**src/include/lsu_cfg.svh**
```systemverilog
`ifndef LSU_CFG_SVH
`define LSU_CFG_SVH

// request credits handed to the core after reset
`define LSU_CREDITS 2

// mtime window, both bounds inclusive
`define CLINT_BASE 32'ha000_0048
`define CLINT_END  32'ha000_004f

`define AXI_ID 4'd0

`endif

```
**src/design/lsu_pkg.sv**
```systemverilog
package lsu_pkg;

    // core-side byte address and data word
    typedef logic [31:0] addr_t;
    typedef logic [31:0] data_t;

    // one bit per byte lane
    typedef logic [3:0] strb_t;

    // access size as sent by the core
    // 0 means no access and never appears on a valid request
    typedef logic [1:0] lsu_size_t;

    localparam lsu_size_t lsu_size_byte = 2'd1;
    localparam lsu_size_t lsu_size_half = 2'd2;
    localparam lsu_size_t lsu_size_word = 2'd3;

    // request credits and queue occupancy
    typedef logic [1:0] credit_cnt_t;

endpackage

```
**src/design/axi_pkg.sv**
```systemverilog
package axi_pkg;

    typedef logic [1:0] axi_resp_t;
    typedef logic [2:0] axi_size_t;

    localparam axi_resp_t axi_resp_okay   = 2'b00;
    localparam axi_resp_t axi_resp_slverr = 2'b10;

    localparam logic [1:0] axi_burst_incr = 2'b01;

    // single-beat master, read path or write path
    typedef enum logic [2:0] {
        idle,
        addr_rd,
        data_rd,
        addr_wr,
        data_wr,
        resp_wr
    } axi_state_t;

endpackage

```
**src/design/lsu_req_queue.sv**
```systemverilog
`timescale 1ns/1ps
`include "lsu_cfg.svh"

module lsu_req_queue
    import lsu_pkg::*;
    import axi_pkg::*;
(
    input  logic       clk,
    input  logic       arst_n,
    input  logic       req_valid,
    input  logic       req_we,
    input  logic       req_sign,
    input  lsu_size_t  req_size,
    input  addr_t      req_addr,
    input  data_t      req_wdata,
    input  logic       done,
    output logic       clint_sel,
    output logic       bus_start,
    output logic       is_write,
    output addr_t      iss_addr,
    output data_t      iss_wdata,
    output strb_t      iss_strb,
    output axi_size_t  iss_size,
    output logic [1:0] tag_off,
    output lsu_size_t  tag_size,
    output logic       tag_sign
);

    localparam int DEPTH = `LSU_CREDITS;
    localparam int PTR_W = (DEPTH > 1) ? $clog2(DEPTH) : 1;

    logic       q_we    [DEPTH];
    logic       q_sign  [DEPTH];
    lsu_size_t  q_size  [DEPTH];
    addr_t      q_addr  [DEPTH];
    data_t      q_wdata [DEPTH];

    logic [PTR_W-1:0] wr_ptr;
    logic [PTR_W-1:0] rd_ptr;
    credit_cnt_t      count;
    logic             busy;
    logic             issue;
    logic             is_clint;
    lsu_size_t        head_size;
    logic [1:0]       off;

    // one access in flight at a time
    assign issue = !busy && (count != '0);

    assign head_size = q_size[rd_ptr];
    assign is_write  = q_we[rd_ptr];
    assign iss_addr  = q_addr[rd_ptr];
    assign off       = iss_addr[1:0];

    assign is_clint  = (iss_addr >= `CLINT_BASE) && (iss_addr <= `CLINT_END);
    assign clint_sel = issue && is_clint;
    assign bus_start = issue && !is_clint;

    // move store data into its byte lane
    assign iss_wdata = q_wdata[rd_ptr] << {off, 3'b000};
    assign iss_size  = {1'b0, head_size - 2'd1};

    always_comb begin
        case (head_size)
            lsu_size_byte: iss_strb = strb_t'(4'b0001 << off);
            lsu_size_half: iss_strb = off[1] ? 4'b1100 : 4'b0011;
            lsu_size_word: iss_strb = 4'b1111;
            default:       iss_strb = 4'b0000;
        endcase
    end

    always_ff @(posedge clk or negedge arst_n) begin
        if (!arst_n) begin
            wr_ptr <= '0;
            rd_ptr <= '0;
            count  <= '0;
            busy   <= 1'b0;
        end else begin
            if (req_valid) begin
                wr_ptr <= (wr_ptr == PTR_W'(DEPTH - 1)) ? '0 : wr_ptr + 1'b1;
            end
            if (issue) begin
                rd_ptr <= (rd_ptr == PTR_W'(DEPTH - 1)) ? '0 : rd_ptr + 1'b1;
            end
            case ({req_valid, issue})
                2'b10:   count <= count + 2'd1;
                2'b01:   count <= count - 2'd1;
                default: count <= count;
            endcase
            // busy until the merge reports the response
            if (issue) begin
                busy <= 1'b1;
            end else if (done) begin
                busy <= 1'b0;
            end
        end
    end

    always_ff @(posedge clk) begin
        if (req_valid) begin
            q_we[wr_ptr]    <= req_we;
            q_sign[wr_ptr]  <= req_sign;
            q_size[wr_ptr]  <= req_size;
            q_addr[wr_ptr]  <= req_addr;
            q_wdata[wr_ptr] <= req_wdata;
        end
        // pending tag for the load extension
        if (issue) begin
            tag_off  <= off;
            tag_size <= head_size;
            tag_sign <= q_sign[rd_ptr];
        end
    end

endmodule

```
**src/design/clint_regs.sv**
```systemverilog
`timescale 1ns/1ps

module clint_regs
    import lsu_pkg::*;
(
    input  logic  clk,
    input  logic  arst_n,
    input  logic  clint_sel,
    input  logic  is_write,
    input  addr_t iss_addr,
    input  data_t iss_wdata,
    output logic  clint_rvalid,
    output data_t clint_rdata
);

    logic [63:0] mtime;
    logic [63:0] mtime_inc;
    logic        hi_sel;
    logic        wr_en;

    assign mtime_inc = mtime + 64'd1;
    // bit 2 picks mtimeh
    assign hi_sel    = iss_addr[2];
    assign wr_en     = clint_sel && is_write;

    always_ff @(posedge clk or negedge arst_n) begin
        if (!arst_n) begin
            mtime        <= '0;
            clint_rvalid <= 1'b0;
        end else begin
            clint_rvalid <= clint_sel;
            // written word takes the store value, the other keeps counting
            if (wr_en && hi_sel) begin
                mtime <= {iss_wdata, mtime_inc[31:0]};
            end else if (wr_en) begin
                mtime <= {mtime_inc[63:32], iss_wdata};
            end else begin
                mtime <= mtime_inc;
            end
        end
    end

    // write completions return this too, the merge drops it
    always_ff @(posedge clk) begin
        if (clint_sel) begin
            clint_rdata <= hi_sel ? mtime[63:32] : mtime[31:0];
        end
    end

endmodule

```
**src/design/axi_single_master.sv**
```systemverilog
`timescale 1ns/1ps
`include "lsu_cfg.svh"

module axi_single_master
    import lsu_pkg::*;
    import axi_pkg::*;
(
    input  logic       clk,
    input  logic       arst_n,
    input  logic       bus_start,
    input  logic       is_write,
    input  addr_t      iss_addr,
    input  data_t      iss_wdata,
    input  strb_t      iss_strb,
    input  axi_size_t  iss_size,
    input  logic       awready,
    output logic       awvalid,
    output addr_t      awaddr,
    output logic [3:0] awid,
    output logic [7:0] awlen,
    output axi_size_t  awsize,
    output logic [1:0] awburst,
    input  logic       wready,
    output logic       wvalid,
    output data_t      wdata,
    output strb_t      wstrb,
    output logic       wlast,
    input  logic       bvalid,
    output logic       bready,
    input  axi_resp_t  bresp,
    input  logic [3:0] bid,
    input  logic       arready,
    output logic       arvalid,
    output addr_t      araddr,
    output logic [3:0] arid,
    output logic [7:0] arlen,
    output axi_size_t  arsize,
    output logic [1:0] arburst,
    input  logic       rvalid,
    output logic       rready,
    input  data_t      rdata,
    input  axi_resp_t  rresp,
    input  logic       rlast,
    input  logic [3:0] rid,
    output logic       bus_done,
    output data_t      bus_rdata,
    output axi_resp_t  bus_resp
);

    axi_state_t state;
    axi_state_t state_nxt;
    addr_t      addr_q;
    data_t      wdata_q;
    strb_t      strb_q;
    axi_size_t  size_q;
    logic       rd_ok;
    logic       wr_ok;

    // a beat with the wrong id or no last is treated as a slave error
    assign rd_ok = rlast && (rid == `AXI_ID);
    assign wr_ok = (bid == `AXI_ID);

    assign arvalid = (state == addr_rd);
    assign rready  = (state == data_rd);
    assign awvalid = (state == addr_wr);
    assign wvalid  = (state == data_wr);
    assign wlast   = (state == data_wr);
    assign bready  = (state == resp_wr);

    assign araddr  = addr_q;
    assign arsize  = size_q;
    assign arid    = `AXI_ID;
    assign arlen   = 8'd0;
    assign arburst = axi_burst_incr;
    assign awaddr  = addr_q;
    assign awsize  = size_q;
    assign awid    = `AXI_ID;
    assign awlen   = 8'd0;
    assign awburst = axi_burst_incr;
    assign wdata   = wdata_q;
    assign wstrb   = strb_q;

    always_comb begin
        state_nxt = state;
        case (state)
            idle:    if (bus_start) state_nxt = is_write ? addr_wr : addr_rd;
            addr_rd: if (arready) state_nxt = data_rd;
            data_rd: if (rvalid) state_nxt = idle;
            addr_wr: if (awready) state_nxt = data_wr;
            data_wr: if (wready) state_nxt = resp_wr;
            resp_wr: if (bvalid) state_nxt = idle;
            default: state_nxt = idle;
        endcase
    end

    always_ff @(posedge clk or negedge arst_n) begin
        if (!arst_n) begin
            state    <= idle;
            bus_done <= 1'b0;
        end else begin
            state    <= state_nxt;
            bus_done <= (rready && rvalid) || (bready && bvalid);
        end
    end

    always_ff @(posedge clk) begin
        if (bus_start) begin
            addr_q  <= iss_addr;
            wdata_q <= iss_wdata;
            strb_q  <= iss_strb;
            size_q  <= iss_size;
        end
        if (rready && rvalid) begin
            bus_rdata <= rdata;
            bus_resp  <= rd_ok ? rresp : axi_resp_slverr;
        end
        if (bready && bvalid) begin
            bus_resp <= wr_ok ? bresp : axi_resp_slverr;
        end
    end

endmodule

```
**src/design/lsu_resp_merge.sv**
```systemverilog
`timescale 1ns/1ps

module lsu_resp_merge
    import lsu_pkg::*;
    import axi_pkg::*;
(
    input  logic       clk,
    input  logic       arst_n,
    input  logic       clint_rvalid,
    input  data_t      clint_rdata,
    input  logic       bus_done,
    input  data_t      bus_rdata,
    input  axi_resp_t  bus_resp,
    input  logic [1:0] tag_off,
    input  lsu_size_t  tag_size,
    input  logic       tag_sign,
    output logic       done,
    output logic       resp_valid,
    output logic       resp_err,
    output logic       credit_return,
    output data_t      resp_rdata
);

    logic  cpl;
    logic  valid_q;
    data_t raw;
    data_t shifted;
    data_t ext;

    // only one target can complete at a time
    assign cpl     = clint_rvalid || bus_done;
    assign raw     = clint_rvalid ? clint_rdata : bus_rdata;
    assign shifted = raw >> {tag_off, 3'b000};

    always_comb begin
        case (tag_size)
            lsu_size_byte: ext = {{24{shifted[7] & tag_sign}}, shifted[7:0]};
            lsu_size_half: ext = {{16{shifted[15] & tag_sign}}, shifted[15:0]};
            default:       ext = shifted;
        endcase
    end

    always_ff @(posedge clk or negedge arst_n) begin
        if (!arst_n) begin
            valid_q <= 1'b0;
        end else begin
            valid_q <= cpl;
        end
    end

    always_ff @(posedge clk) begin
        if (cpl) begin
            resp_rdata <= ext;
            resp_err   <= bus_done && (bus_resp != axi_resp_okay);
        end
    end

    // one credit back per response, and the queue may issue again
    assign resp_valid    = valid_q;
    assign credit_return = valid_q;
    assign done          = valid_q;

endmodule

```
**src/design/lsu_top.sv**
```systemverilog
`timescale 1ns/1ps

module lsu_top
    import lsu_pkg::*;
    import axi_pkg::*;
(
    input  logic       clk,
    input  logic       arst_n,
    input  logic       req_valid,
    input  logic       req_we,
    input  logic       req_sign,
    input  lsu_size_t  req_size,
    input  addr_t      req_addr,
    input  data_t      req_wdata,
    output logic       resp_valid,
    output logic       resp_err,
    output logic       credit_return,
    output data_t      resp_rdata,
    output logic       awvalid,
    input  logic       awready,
    output addr_t      awaddr,
    output logic [3:0] awid,
    output logic [7:0] awlen,
    output axi_size_t  awsize,
    output logic [1:0] awburst,
    output logic       wvalid,
    input  logic       wready,
    output data_t      wdata,
    output strb_t      wstrb,
    output logic       wlast,
    input  logic       bvalid,
    output logic       bready,
    input  axi_resp_t  bresp,
    input  logic [3:0] bid,
    output logic       arvalid,
    input  logic       arready,
    output addr_t      araddr,
    output logic [3:0] arid,
    output logic [7:0] arlen,
    output axi_size_t  arsize,
    output logic [1:0] arburst,
    input  logic       rvalid,
    output logic       rready,
    input  data_t      rdata,
    input  axi_resp_t  rresp,
    input  logic       rlast,
    input  logic [3:0] rid
);

    logic       clint_sel;
    logic       bus_start;
    logic       is_write;
    addr_t      iss_addr;
    data_t      iss_wdata;
    strb_t      iss_strb;
    axi_size_t  iss_size;
    logic [1:0] tag_off;
    lsu_size_t  tag_size;
    logic       tag_sign;
    logic       done;
    logic       clint_rvalid;
    data_t      clint_rdata;
    logic       bus_done;
    data_t      bus_rdata;
    axi_resp_t  bus_resp;

    lsu_req_queue u_req_queue (
        .clk       (clk),
        .arst_n    (arst_n),
        .req_valid (req_valid),
        .req_we    (req_we),
        .req_sign  (req_sign),
        .req_size  (req_size),
        .req_addr  (req_addr),
        .req_wdata (req_wdata),
        .done      (done),
        .clint_sel (clint_sel),
        .bus_start (bus_start),
        .is_write  (is_write),
        .iss_addr  (iss_addr),
        .iss_wdata (iss_wdata),
        .iss_strb  (iss_strb),
        .iss_size  (iss_size),
        .tag_off   (tag_off),
        .tag_size  (tag_size),
        .tag_sign  (tag_sign)
    );

    clint_regs u_clint_regs (
        .clk          (clk),
        .arst_n       (arst_n),
        .clint_sel    (clint_sel),
        .is_write     (is_write),
        .iss_addr     (iss_addr),
        .iss_wdata    (iss_wdata),
        .clint_rvalid (clint_rvalid),
        .clint_rdata  (clint_rdata)
    );

    axi_single_master u_axi_master (
        .clk       (clk),
        .arst_n    (arst_n),
        .bus_start (bus_start),
        .is_write  (is_write),
        .iss_addr  (iss_addr),
        .iss_wdata (iss_wdata),
        .iss_strb  (iss_strb),
        .iss_size  (iss_size),
        .awready   (awready),
        .awvalid   (awvalid),
        .awaddr    (awaddr),
        .awid      (awid),
        .awlen     (awlen),
        .awsize    (awsize),
        .awburst   (awburst),
        .wready    (wready),
        .wvalid    (wvalid),
        .wdata     (wdata),
        .wstrb     (wstrb),
        .wlast     (wlast),
        .bvalid    (bvalid),
        .bready    (bready),
        .bresp     (bresp),
        .bid       (bid),
        .arready   (arready),
        .arvalid   (arvalid),
        .araddr    (araddr),
        .arid      (arid),
        .arlen     (arlen),
        .arsize    (arsize),
        .arburst   (arburst),
        .rvalid    (rvalid),
        .rready    (rready),
        .rdata     (rdata),
        .rresp     (rresp),
        .rlast     (rlast),
        .rid       (rid),
        .bus_done  (bus_done),
        .bus_rdata (bus_rdata),
        .bus_resp  (bus_resp)
    );

    lsu_resp_merge u_resp_merge (
        .clk           (clk),
        .arst_n        (arst_n),
        .clint_rvalid  (clint_rvalid),
        .clint_rdata   (clint_rdata),
        .bus_done      (bus_done),
        .bus_rdata     (bus_rdata),
        .bus_resp      (bus_resp),
        .tag_off       (tag_off),
        .tag_size      (tag_size),
        .tag_sign      (tag_sign),
        .done          (done),
        .resp_valid    (resp_valid),
        .resp_err      (resp_err),
        .credit_return (credit_return),
        .resp_rdata    (resp_rdata)
    );

endmodule

```
**config.mk**
```make
export PLATFORM = sky130hd
export DESIGN_NAME = lsu_top
export DESIGN_NICKNAME = d
export VERILOG_FILES = /design/src/design/lsu_pkg.sv /design/src/design/axi_pkg.sv /design/src/design/lsu_req_queue.sv /design/src/design/clint_regs.sv /design/src/design/axi_single_master.sv /design/src/design/lsu_resp_merge.sv /design/src/design/lsu_top.sv
export VERILOG_INCLUDE_DIRS = /design/src /design/src/include
export SDC_FILE = /design/constraint.sdc
export NUM_CORES = 1
export LEC_CHECK = 0
export BUFFER_PORTS_ARGS = -buffer_cell sky130_fd_sc_hd__buf_2
export CAP_MARGIN = 5
export CORE_ASPECT_RATIO = 0.75
export CORE_MARGIN = 1.5
export CORE_UTILIZATION = 25
export DETAILED_ROUTE_END_ITERATION = 10
export GPL_ROUTABILITY_DRIVEN = 0
export SETUP_SLACK_MARGIN = 0.2
export SLEW_MARGIN = 10
export SYNTH_ARGS = -nofsm -noshare
export SYNTH_HDL_FRONTEND = slang
export SYNTH_HIERARCHICAL = 1
export SYNTH_SLANG_ARGS = --single-unit
```
**constraint.sdc**
```tcl
create_clock -name clk -period 7.4 [get_ports clk]
set_input_delay 2.22 -clock clk [delete_from_list [all_inputs] [get_ports clk]]
set_output_delay 2.22 -clock clk [all_outputs]
set_load 0.05 [all_outputs]
```
==> reports/results.ini, run 1 <==
[timing]
rsz0062_at_grt=false
period_share=0.569
layout_min_cycle_time_ps=4210
finClkSkew_ps=52.6
worst_pin_slew_ps=1020
final-setup-viol-count=0
finalHoldViolCount=0
maxSlewViolCount=0
slew-limit-headroom=0.321
tns_ps=0
clock.fmax_mhz=238

[die]
core_area_mm2=0.0704
initial_core_util=0.254
die_w_um=312
die_y_um=235
rows=84
ioPinCount=296
die_area_mm2=0.0731

[clock_tree]
cts-buffers-inserted=42
cts_tree=done
ctsLongestPathBuffers=3
cts-root-buf=clkbuf_16
holdBufCountCts=0
numClockSinks=386
cts-resized-gates=0
clkTransAtPathRegs_ps=60
clk-insertion-delay-late_ps=600
cts_setup_buffers=0
htreeDepth=2

[final_layout]
drive_above_1_share=0.306
syn_to_final_growth_pct=19.0
layout_common_cells=edfxtp_1, buf_2, nand2_1
fin_util=0.302
final_common_cell=edfxtp_1
finalNetCount=1661
nFillCells=7125

[worst_setup_path]
rrSetupSlack_ps=3190
worstPathCellList=buf_4 > mux2i_4 > inv_1 > nand2_1 > o22ai_1 > nand2_1 > nand2_1 > a31o_2 > a311o_1
crit_family=buffers and inverters
r2r-end=u_clint_regs/mtime[55]
worst_ep_required_time_ps=7880
cpMaxStageDelayCell=dfrtp_4
arrival_ps=4690
worstSetupEndpoint=u_clint_regs/mtime[55]
end_kind=register
crit_type=register to register
timing.rr.start=u_req_queue/rd_ptr
rr_worst_depth=9
path_buf_inv=2
start_kind=register
critPathMaxFanout=47
worst_path_most_repeated_cell=nand2_1
cp-startpoint=u_req_queue/rd_ptr
critPathMaxStageDelay_ps=830
cp.depth=9

[power]
clock_power_share=0.277
p_per_area_mw_per_mm2=380
comb_power_share=0.324
p_leak_nw=7.94
swShare=0.385
p_sw_mw=3.11
max-vdd-ir-drop_mv=0.187
p_total_mw=8.08
seqPwrFrac=0.399
p_int_mw=4.96

[logic_synthesis]
synthArstFlopShare=0.194
yosysSeqAreaShare=0.627
avgSynthCellArea_um2=13.6
ys_types=67
yosysWarnings=6
postSynthCellCount=1318
synth_edf_count=311
synth.cell_area_mm2=0.0179
ys_ff_latch=386
synthFlopType=edfxtp_1

[place]
portBuffers=267
dp_hpwl_mm=37.0

[drt]
viasPerCell=4.62
drt.antenna.violating_nets=0
drc=0
vias=11641
drtIter0Drc=1076
avgRoutedWirePerCell_um=19.8
dr.pass1.iters=5
routed_wl_mm=50.0

[global_routing]
grt_usage=0.132
grt_max_degree=72
gr-total-overflow=0
antenna_found_initial=12
grt_pass1_vias=11355
grt_pass1_wl_mm=72.2

[worst_hold_path]
min_path_type=register to register

[status]
status=completed

[flow_run]
drv_cap=0

-- worst min path at each step --
stage / from / end / slack (ps) / depth (start not counted)
6_report: u_req_queue/count[1] / u_req_queue/count[1] / 460 / 1
3_3_place_gp: u_req_queue/count[1] / u_req_queue/count[1] / 450 / 1
3_5_place_dp: u_req_queue/count[1] / u_req_queue/count[1] / 460 / 1
2_1_floorplan: u_req_queue/count[1] / u_req_queue/count[1] / 440 / 1
5_1_grt: u_req_queue/count[1] / u_req_queue/count[1] / 490 / 1
4_1_cts: u_req_queue/count[1] / u_req_queue/count[1] / 470 / 1
-- sequential cells by signal, indices dropped and copies added, names as in the netlist, 4 cells and up --
signal	count
u_clint_regs/mtime	64
u_req_queue/q_addr	64
u_req_queue/q_wdata	64
u_axi_master/araddr	32
u_axi_master/bus_rdata	32
u_axi_master/wdata	32
u_clint_regs/clint_rdata	32
u_resp_merge/resp_rdata	32
u_axi_master/wstrb	4
u_req_queue/q_size	4
-- area by class of cell --
class	count	area, um^2	share of cell area
repair buffers	278	1420	0.0668
diodes	10	25.0	0.00118
multi-input cells	795	5820	0.273
clock inverters	24	363	0.0171
flip-flops and latches	386	11200	0.527
clock buffers	54	1140	0.0534
well taps	946	1180	0.0556
inverters	29	109	0.00512
-- synthesized netlist by cell type (all sizes together) (3+ instances only) --
library cell  count  area, um^2
and4             14         123
mux2             82         927
o31ai             6        45.0
buf              98         716
a311o             3        30.0
nor4b             6        52.6
nor4             18         128
a21o              3        22.5
o21ai            43         215
and3             10        62.6
nand3            51         255
conb              3        11.3
nand4            25         156
ha                8         100
mux4             33         754
a21oi            36         180
clkbuf           36         135
nor3             18        90.1
dfrtp            75        1880
a31oi            16         100
mux2i            52         533
edfxtp          311        9340
nand2b            3        18.8
xor2              7        61.3
inv              29         109
nand2           108         405
nor2             84         315
and2              8        52.6
a211oi           17         128
or3              11        73.8
o22ai             9        56.3
a22oi             8        60.1
or4              15         116
nor2b            12        75.1
xnor2            34         298
or2               4        25.0
-- power groups by stage --
stage	sequential, mW	clock [mW]	combinational [mW]
4_1_cts	3.24	2.30	2.64
6_report	3.22	2.23	2.62
5_1_grt	3.28	2.37	2.76
3_5_place_dp	3.27	0	2.63
3_3_place_gp	3.27	0	2.61
2_1_floorplan	3.78	0	1.45
-- metal layers --
layer | GRT usage | share of wire | vias up
li1 | - | - | 5331
met1 | 0.172 | 0.43 | 5763
met2 | 0.206 | 0.45 | 452
met3 | 0.0443 | 0.093 | 83
met4 | 0.0440 | 0.025 | 12
met5 | 0 | 0.0014 | -
-- stage by stage --
stage	hold slack, ps	cells	instance area (um^2)	worst slack (ps)
after floorplan	436	1344	18000	1140
after global placement	450	2434	19800	3320
after detailed placement	459	2434	19800	3170
after CTS	468	2512	21300	3200
after global routing	488	2515	21300	2870
final	464	2522	21300	3190
-- worst register-to-register path, cell delays in order, from the launching register on --
cell     delay [ps]
dfrtp_4         830
buf_4           640
mux2i_4         780
inv_1           570
nand2_1         440
o22ai_1         200
nand2_1         130
nand2_1          60
a31o_2          210
a311o_1         260
-- cells by family after synthesis --
logic type,after synthesis,synth area share
other,3,0.000630
AND/OR/NAND/NOR,396,0.115
multiplexers,167,0.124
AO/OA/AOI/OAI,154,0.0533
XOR/XNOR,41,0.0201
flip-flops,386,0.627
adder cells (fa/ha/maj),8,0.00560
buffers and inverters,163,0.0537
No activity file was read; power rests on OpenSTA's default activity.
==> run 2, diff against run 1 <==
==> constraint.sdc (replaced) <==
create_clock -name clk -period 3.65 [get_ports clk]
set_input_delay 1.095 -clock clk [delete_from_list [all_inputs] [get_ports clk]]
set_output_delay 1.095 -clock clk [all_outputs]
set_load 0.05 [all_outputs]
==> run 2 against run 1 <==
Net effect: worst hold slack better by 9.7 ps; global-route usage is 0.39 points higher; flip-flop and latch count is the same; sequential power grew 100%; sequential share of layout area shrank 0.76 points; clock skew is 23 ps lower; setup slack got worse by 2700 ps; final cell count increased by 0.91%.
==> reports/results.ini, run 2 (synthesized netlist as in run 1, its figures left out) <==
[status]
status=completed

[timing]
final-setup-viol-count=0
slew-limit-headroom=0.311
clock.fmax_mhz=318
layout_min_cycle_time_ps=3140
tns_ps=0
rsz0062_at_grt=false
finClkSkew_ps=29.8
setup_ws_ps=506
maxSlewViolCount=0
period_share=0.861
finalHoldViolCount=0
worst_pin_slew_ps=1020

[clock_tree]
cts-root-buf=clkbuf_16
holdBufCountCts=0
cts-resized-gates=0
clkTransAtPathRegs_ps=60
cts_tree=done
clk-insertion-delay-late_ps=590
ctsLongestPathBuffers=3
cts-buffers-inserted=42
htreeDepth=2
numClockSinks=386
cts_setup_buffers=0

[worst_setup_path]
timing.rr.start=u_req_queue/q_addr[1][10]
rrSetupSlack_ps=510
rr_worst_depth=9
end_kind=register
crit_type=register to register
start_kind=register
r2r-end=u_clint_regs/mtime[19]
arrival_ps=3570
critPathMaxFanout=42
worst_ep_required_time_ps=4080

[power]
swShare=0.385
p_int_mw=10.3
max-vdd-ir-drop_mv=0.426
seqPwrFrac=0.389
comb_power_share=0.339
p_per_area_mw_per_mm2=772
p_sw_mw=6.41
clock_power_share=0.272
p_leak_nw=8.15

[place]
dp_hpwl_mm=38.6
place_ws_ps=464
portBuffers=267

[final_layout]
top_regs=u_clint_regs/mtime x64, u_req_queue/q_addr x64, u_req_queue/q_wdata x64
nFillCells=7135
drive_above_1_share=0.320
finalNetCount=1693
layout_common_cells=edfxtp_1, buf_2, nand2_1
syn_to_final_growth_pct=20.7
final_common_cell=edfxtp_1
fin_util=0.307

[drt]
drc=0
dr.pass1.iters=5
viasPerCell=4.62
routed_wl_mm=51.0
avgRoutedWirePerCell_um=20.1
drtIter0Drc=971
vias=11749
drt.antenna.violating_nets=0

[die]
die_w_um=312
ioPinCount=296
rows=84
initial_core_util=0.254
die_area_mm2=0.0731
core_area_mm2=0.0704
die_y_um=235

[global_routing]
grt_pass1_vias=11691
grt_pass1_wl_mm=74.5
grt_max_degree=59
gr-total-overflow=0
antenna_found_initial=9
grt_usage=0.136

[flow_run]
drv_cap=0

[worst_hold_path]
hold-path-endpoint=u_req_queue/count[1]
min_path_type=register to register
hold_start=u_req_queue/count[1]
hold_depth=1

run 2: cell count changes in the layout (fill, tap and decap cells not counted), sizes merged:
cell	delta
clkinv	+10
clkbuf	-10
bufinv	+2
clkinvlp	-3
diode	-7
inv	-1
buf	+32
run 2: stage by stage:
step / instances / cell area (um^2) / total power, mW / hold slack, ps
final: 2545 / 21600 / 16.7 / 473
after global routing: 2543 / 21600 / 17.4 / 482
after CTS: 2542 / 21600 / 16.8 / 464
after detailed placement: 2466 / 20100 / 12.2 / 452
after global placement: 2466 / 20100 / 12.2 / 452
after floorplan: 1344 / 18000 / 10.6 / 436
run 2: worst max path at each step:
stage	slack, ps	to	start	depth (start not counted)
floorplan	-110	u_clint_regs/mtime[55]	u_req_queue/rd_ptr	8
global placement	570	u_clint_regs/mtime[21]	u_req_queue/rd_ptr	9
detailed placement	460	u_clint_regs/mtime[10]	u_req_queue/rd_ptr	9
CTS	470	u_clint_regs/mtime[10]	u_req_queue/rd_ptr	9
global route	250	u_clint_regs/mtime[19]	u_req_queue/rd_ptr	9
finish	510	u_clint_regs/mtime[19]	u_req_queue/q_addr[1][10]	9
run 2: layout make-up:
| type | instances | area [um^2] | share of cell area |
|---|---|---|---|
| Antenna cell | 3 | 7.51 | 0.000348 |
| Clock buffer | 44 | 1060 | 0.0490 |
| Clock inverter | 32 | 428 | 0.0198 |
| Inverter | 29 | 109 | 0.00504 |
| Multi-Input combinational cell | 795 | 5860 | 0.271 |
| Sequential cell | 386 | 11200 | 0.520 |
| Tap cell | 946 | 1180 | 0.0548 |
| Timing Repair Buffer | 310 | 1720 | 0.0799 |
run 2: power groups by stage:
stage | combinational (mW) | clock [mW] | sequential [mW]
finish | 5.65 | 4.54 | 6.49
floorplan | 2.95 | 0 | 7.65
CTS | 5.68 | 4.65 | 6.51
global placement | 5.62 | 0 | 6.56
global route | 5.97 | 4.82 | 6.58
detailed placement | 5.65 | 0 | 6.59
run 2: critical path: stages, from the launching register on:
cell and delay [ps]:
edfxtp_1 380, nor4b_1 590, nand4_1 150, mux2_2 370, nor4_4 360, buf_4 450, nand3b_1 160, buf_4 290
nor2_1 150, a21oi_1 60
run 2: routing by layer:
| metal | up-vias | track usage | wire length, um |
|---|---|---|---|
| li1 | 5392 | - | - |
| met1 | 5860 | 0.181 | 22300 |
| met2 | 410 | 0.218 | 23700 |
| met3 | 77 | 0.0370 | 4020 |
| met4 | 10 | 0.0353 | 960 |
| met5 | - | 0 | 56 |
==> run 3, diff against run 2 <==
--- a/config.mk
+++ b/config.mk
@@ -17,5 +17,4 @@
 export SLEW_MARGIN = 10
 export SYNTH_ARGS = -nofsm -noshare
 export SYNTH_HDL_FRONTEND = slang
-export SYNTH_HIERARCHICAL = 1
 export SYNTH_SLANG_ARGS = --single-unit
==> run 3 against run 2 <==
Net effect: clock power fell by 4%; synthesized area shrank 1.2%; sequential share of layout area about the same; clock-buffer cell count increased by 7; synthesized cell count up 4.9%; worst hold slack gained 2.1 ps; register-to-register slack lost 70 ps; sequential power is 3% lower; largest power group unchanged.
==> reports/results.ini, run 3 <==
[final_layout]
nFillCells=7080
final_common_cell=edfxtp_1
finalNetCount=1776
top_regs=u_clint_regs.mtime x64, u_req_queue.q_addr x64, u_req_queue.q_wdata x64
multi_input_area_mm2=0.00564
fin_cells=2632
drive_above_1_share=0.293
syn_to_final_growth_pct=21.9
ff_latch_area_mm2=0.0112
layout_common_cells=edfxtp_1, buf_2, nand2_1

[worst_setup_path]
rr_worst_depth=6
timing.rr.start=u_req_queue.rd_ptr
critPathMaxFanout=33
worst_ep_required_time_ps=3920
r2r-end=u_clint_regs.clint_rdata[22]
rrSetupSlack_ps=430
arrival_ps=3480
crit_type=register to register
start_kind=register
end_kind=register

[clock_tree]
numClockSinks=385
clk-insertion-delay-late_ps=590
clkTransAtPathRegs_ps=60
holdBufCountCts=0
ctsLongestPathBuffers=3
htreeDepth=2
cts-root-buf=clkbuf_16
cts-buffers-inserted=43
cts_tree=done

[die]
initial_core_util=0.252
core_area_mm2=0.0700
ioPinCount=296
die_y_um=233
die_area_mm2=0.0722
rows=84
die_w_um=310

[place]
portBuffers=265
dp_hpwl_mm=38.2
dp.cells=2547
place_ws_ps=378

[power]
clock_power_share=0.271
p_int_mw=9.86
p_leak_nw=8.24
p_per_area_mw_per_mm2=751
swShare=0.390
p_sw_mw=6.30
p_total_mw=16.2
max-vdd-ir-drop_mv=0.429
comb_power_share=0.340
seqPwrFrac=0.390

[timing]
maxSlewViolCount=0
rsz0062_at_grt=false
clock.fmax_mhz=311
worst_pin_slew_ps=1000
layout_min_cycle_time_ps=3220
finClkSkew_ps=48.3
slew-limit-headroom=0.332
final-setup-viol-count=0
tns_ps=0
finalHoldViolCount=0
setup_ws_ps=434
period_share=0.881

[drt]
routed_wl_mm=51.1
avgRoutedWirePerCell_um=19.4
dr.pass1.iters=6
drtIter0Drc=1074
drc=0
drt.antenna.violating_nets=0
vias=11936
viasPerCell=4.53

[worst_hold_path]
hold-path-endpoint=u_req_queue.count[1]
hold_start=u_req_queue.count[1]
hold_depth=1
min_path_type=register to register

[global_routing]
grt_pass1_wl_mm=74.9
antenna_found_initial=7
grt_max_degree=84
gr-total-overflow=0
grt_usage=0.139
grt_pass1_vias=11756

[status]
status=completed

[logic_synthesis]
yosysSeqAreaShare=0.634
synth_top_area_cell=edfxtp_1
synthFlopType=edfxtp_1
synth_edf_count=310
synthArstFlopShare=0.195
synthTopCellsByArea=edfxtp_1, dfrtp_1, mux2_2, nand2_1, mux2i_1
avgSynthCellArea_um2=12.8
yosysWarnings=0
synth.cell_area_mm2=0.0177
ys_types=58
synth_commonest_cells=edfxtp_1, nand2_1, nor2_1
yosys.cell_count.top_type=edfxtp_1
ys_ff_latch=385
synth_top_area_frac=0.527
postSynthCellCount=1382

[flow_run]
drv_cap=0

[run 3: area by class of cell]
cell class                 instances  share of cell area
tap                              946              0.0550
sequential                       385               0.520
clock buffer                      51              0.0533
timing repair buffer             317              0.0850
clock inverter                    28              0.0131
inverter                          63              0.0110
antenna                            5            0.000581
multi-input combinational        837               0.262
[run 3: worst max path at each step]
stage | start | to | cells past startpoint
global route | u_req_queue.rd_ptr | u_clint_regs.clint_rdata[13] | 6
floorplan | u_req_queue.rd_ptr | u_clint_regs.clint_rdata[0] | 6
finish | u_req_queue.rd_ptr | u_clint_regs.clint_rdata[22] | 6
global placement | u_req_queue.rd_ptr | u_clint_regs.clint_rdata[22] | 6
CTS | u_req_queue.rd_ptr | u_axi_master.araddr[0] | 8
detailed placement | u_req_queue.rd_ptr | u_axi_master.araddr[0] | 8
[run 3: kinds of logic (layout without fill, tap and decap cells)]
logic type	Yosys count	in the layout	synth area share
XOR/XNOR	57	57	0.0283
flip-flops	385	385	0.634
AO/OA/AOI/OAI	184	185	0.0646
adder cells (fa/ha/maj)	8	8	0.00567
buffers and inverters	189	459	0.0565
multiplexers	139	139	0.0972
AND/OR/NAND/NOR	418	418	0.114
other	2	35	0.000425
[run 3: what timing repair did]
item / CTS / global route
resized for setup: 0 / 0
setup buffers: 0 / 0
setup endpoints to repair: 0 / 8
[run 3: critical path, cell delays in order, from the launching register on]
cell and delay [ps]:
dfrtp_4 610, mux2_2 400, or4b_1 490, or3_4 390, or4b_1 600, nor2_2 180, buf_12 220
[run 3: power groups by stage]
stage	clock network, mW	logic (mW)	registers, mW
3_3_place_gp	0	5.47	6.38
4_1_cts	4.49	5.53	6.33
5_1_grt	4.66	5.87	6.39
2_1_floorplan	0	2.77	7.36
6_report	4.38	5.49	6.30
3_5_place_dp	0	5.52	6.40
[run 3: metrics by stage]
stage | instance area [um^2] | hold WS, ps | utilization
global route | 21500 | 505 | 0.307
detailed placement | 20100 | 465 | 0.287
global placement | 20100 | 456 | 0.287
finish | 21500 | 475 | 0.307
CTS | 21500 | 475 | 0.307
floorplan | 17800 | 443 | -
[run 3: per-layer routing]
metal	vias up	wire, um	GRT usage
met3	68	3990	0.0359
li1	5522	-	-
met2	431	24200	0.227
met1	5909	22000	0.183
met5	-	37	0
met4	6	887	0.0322
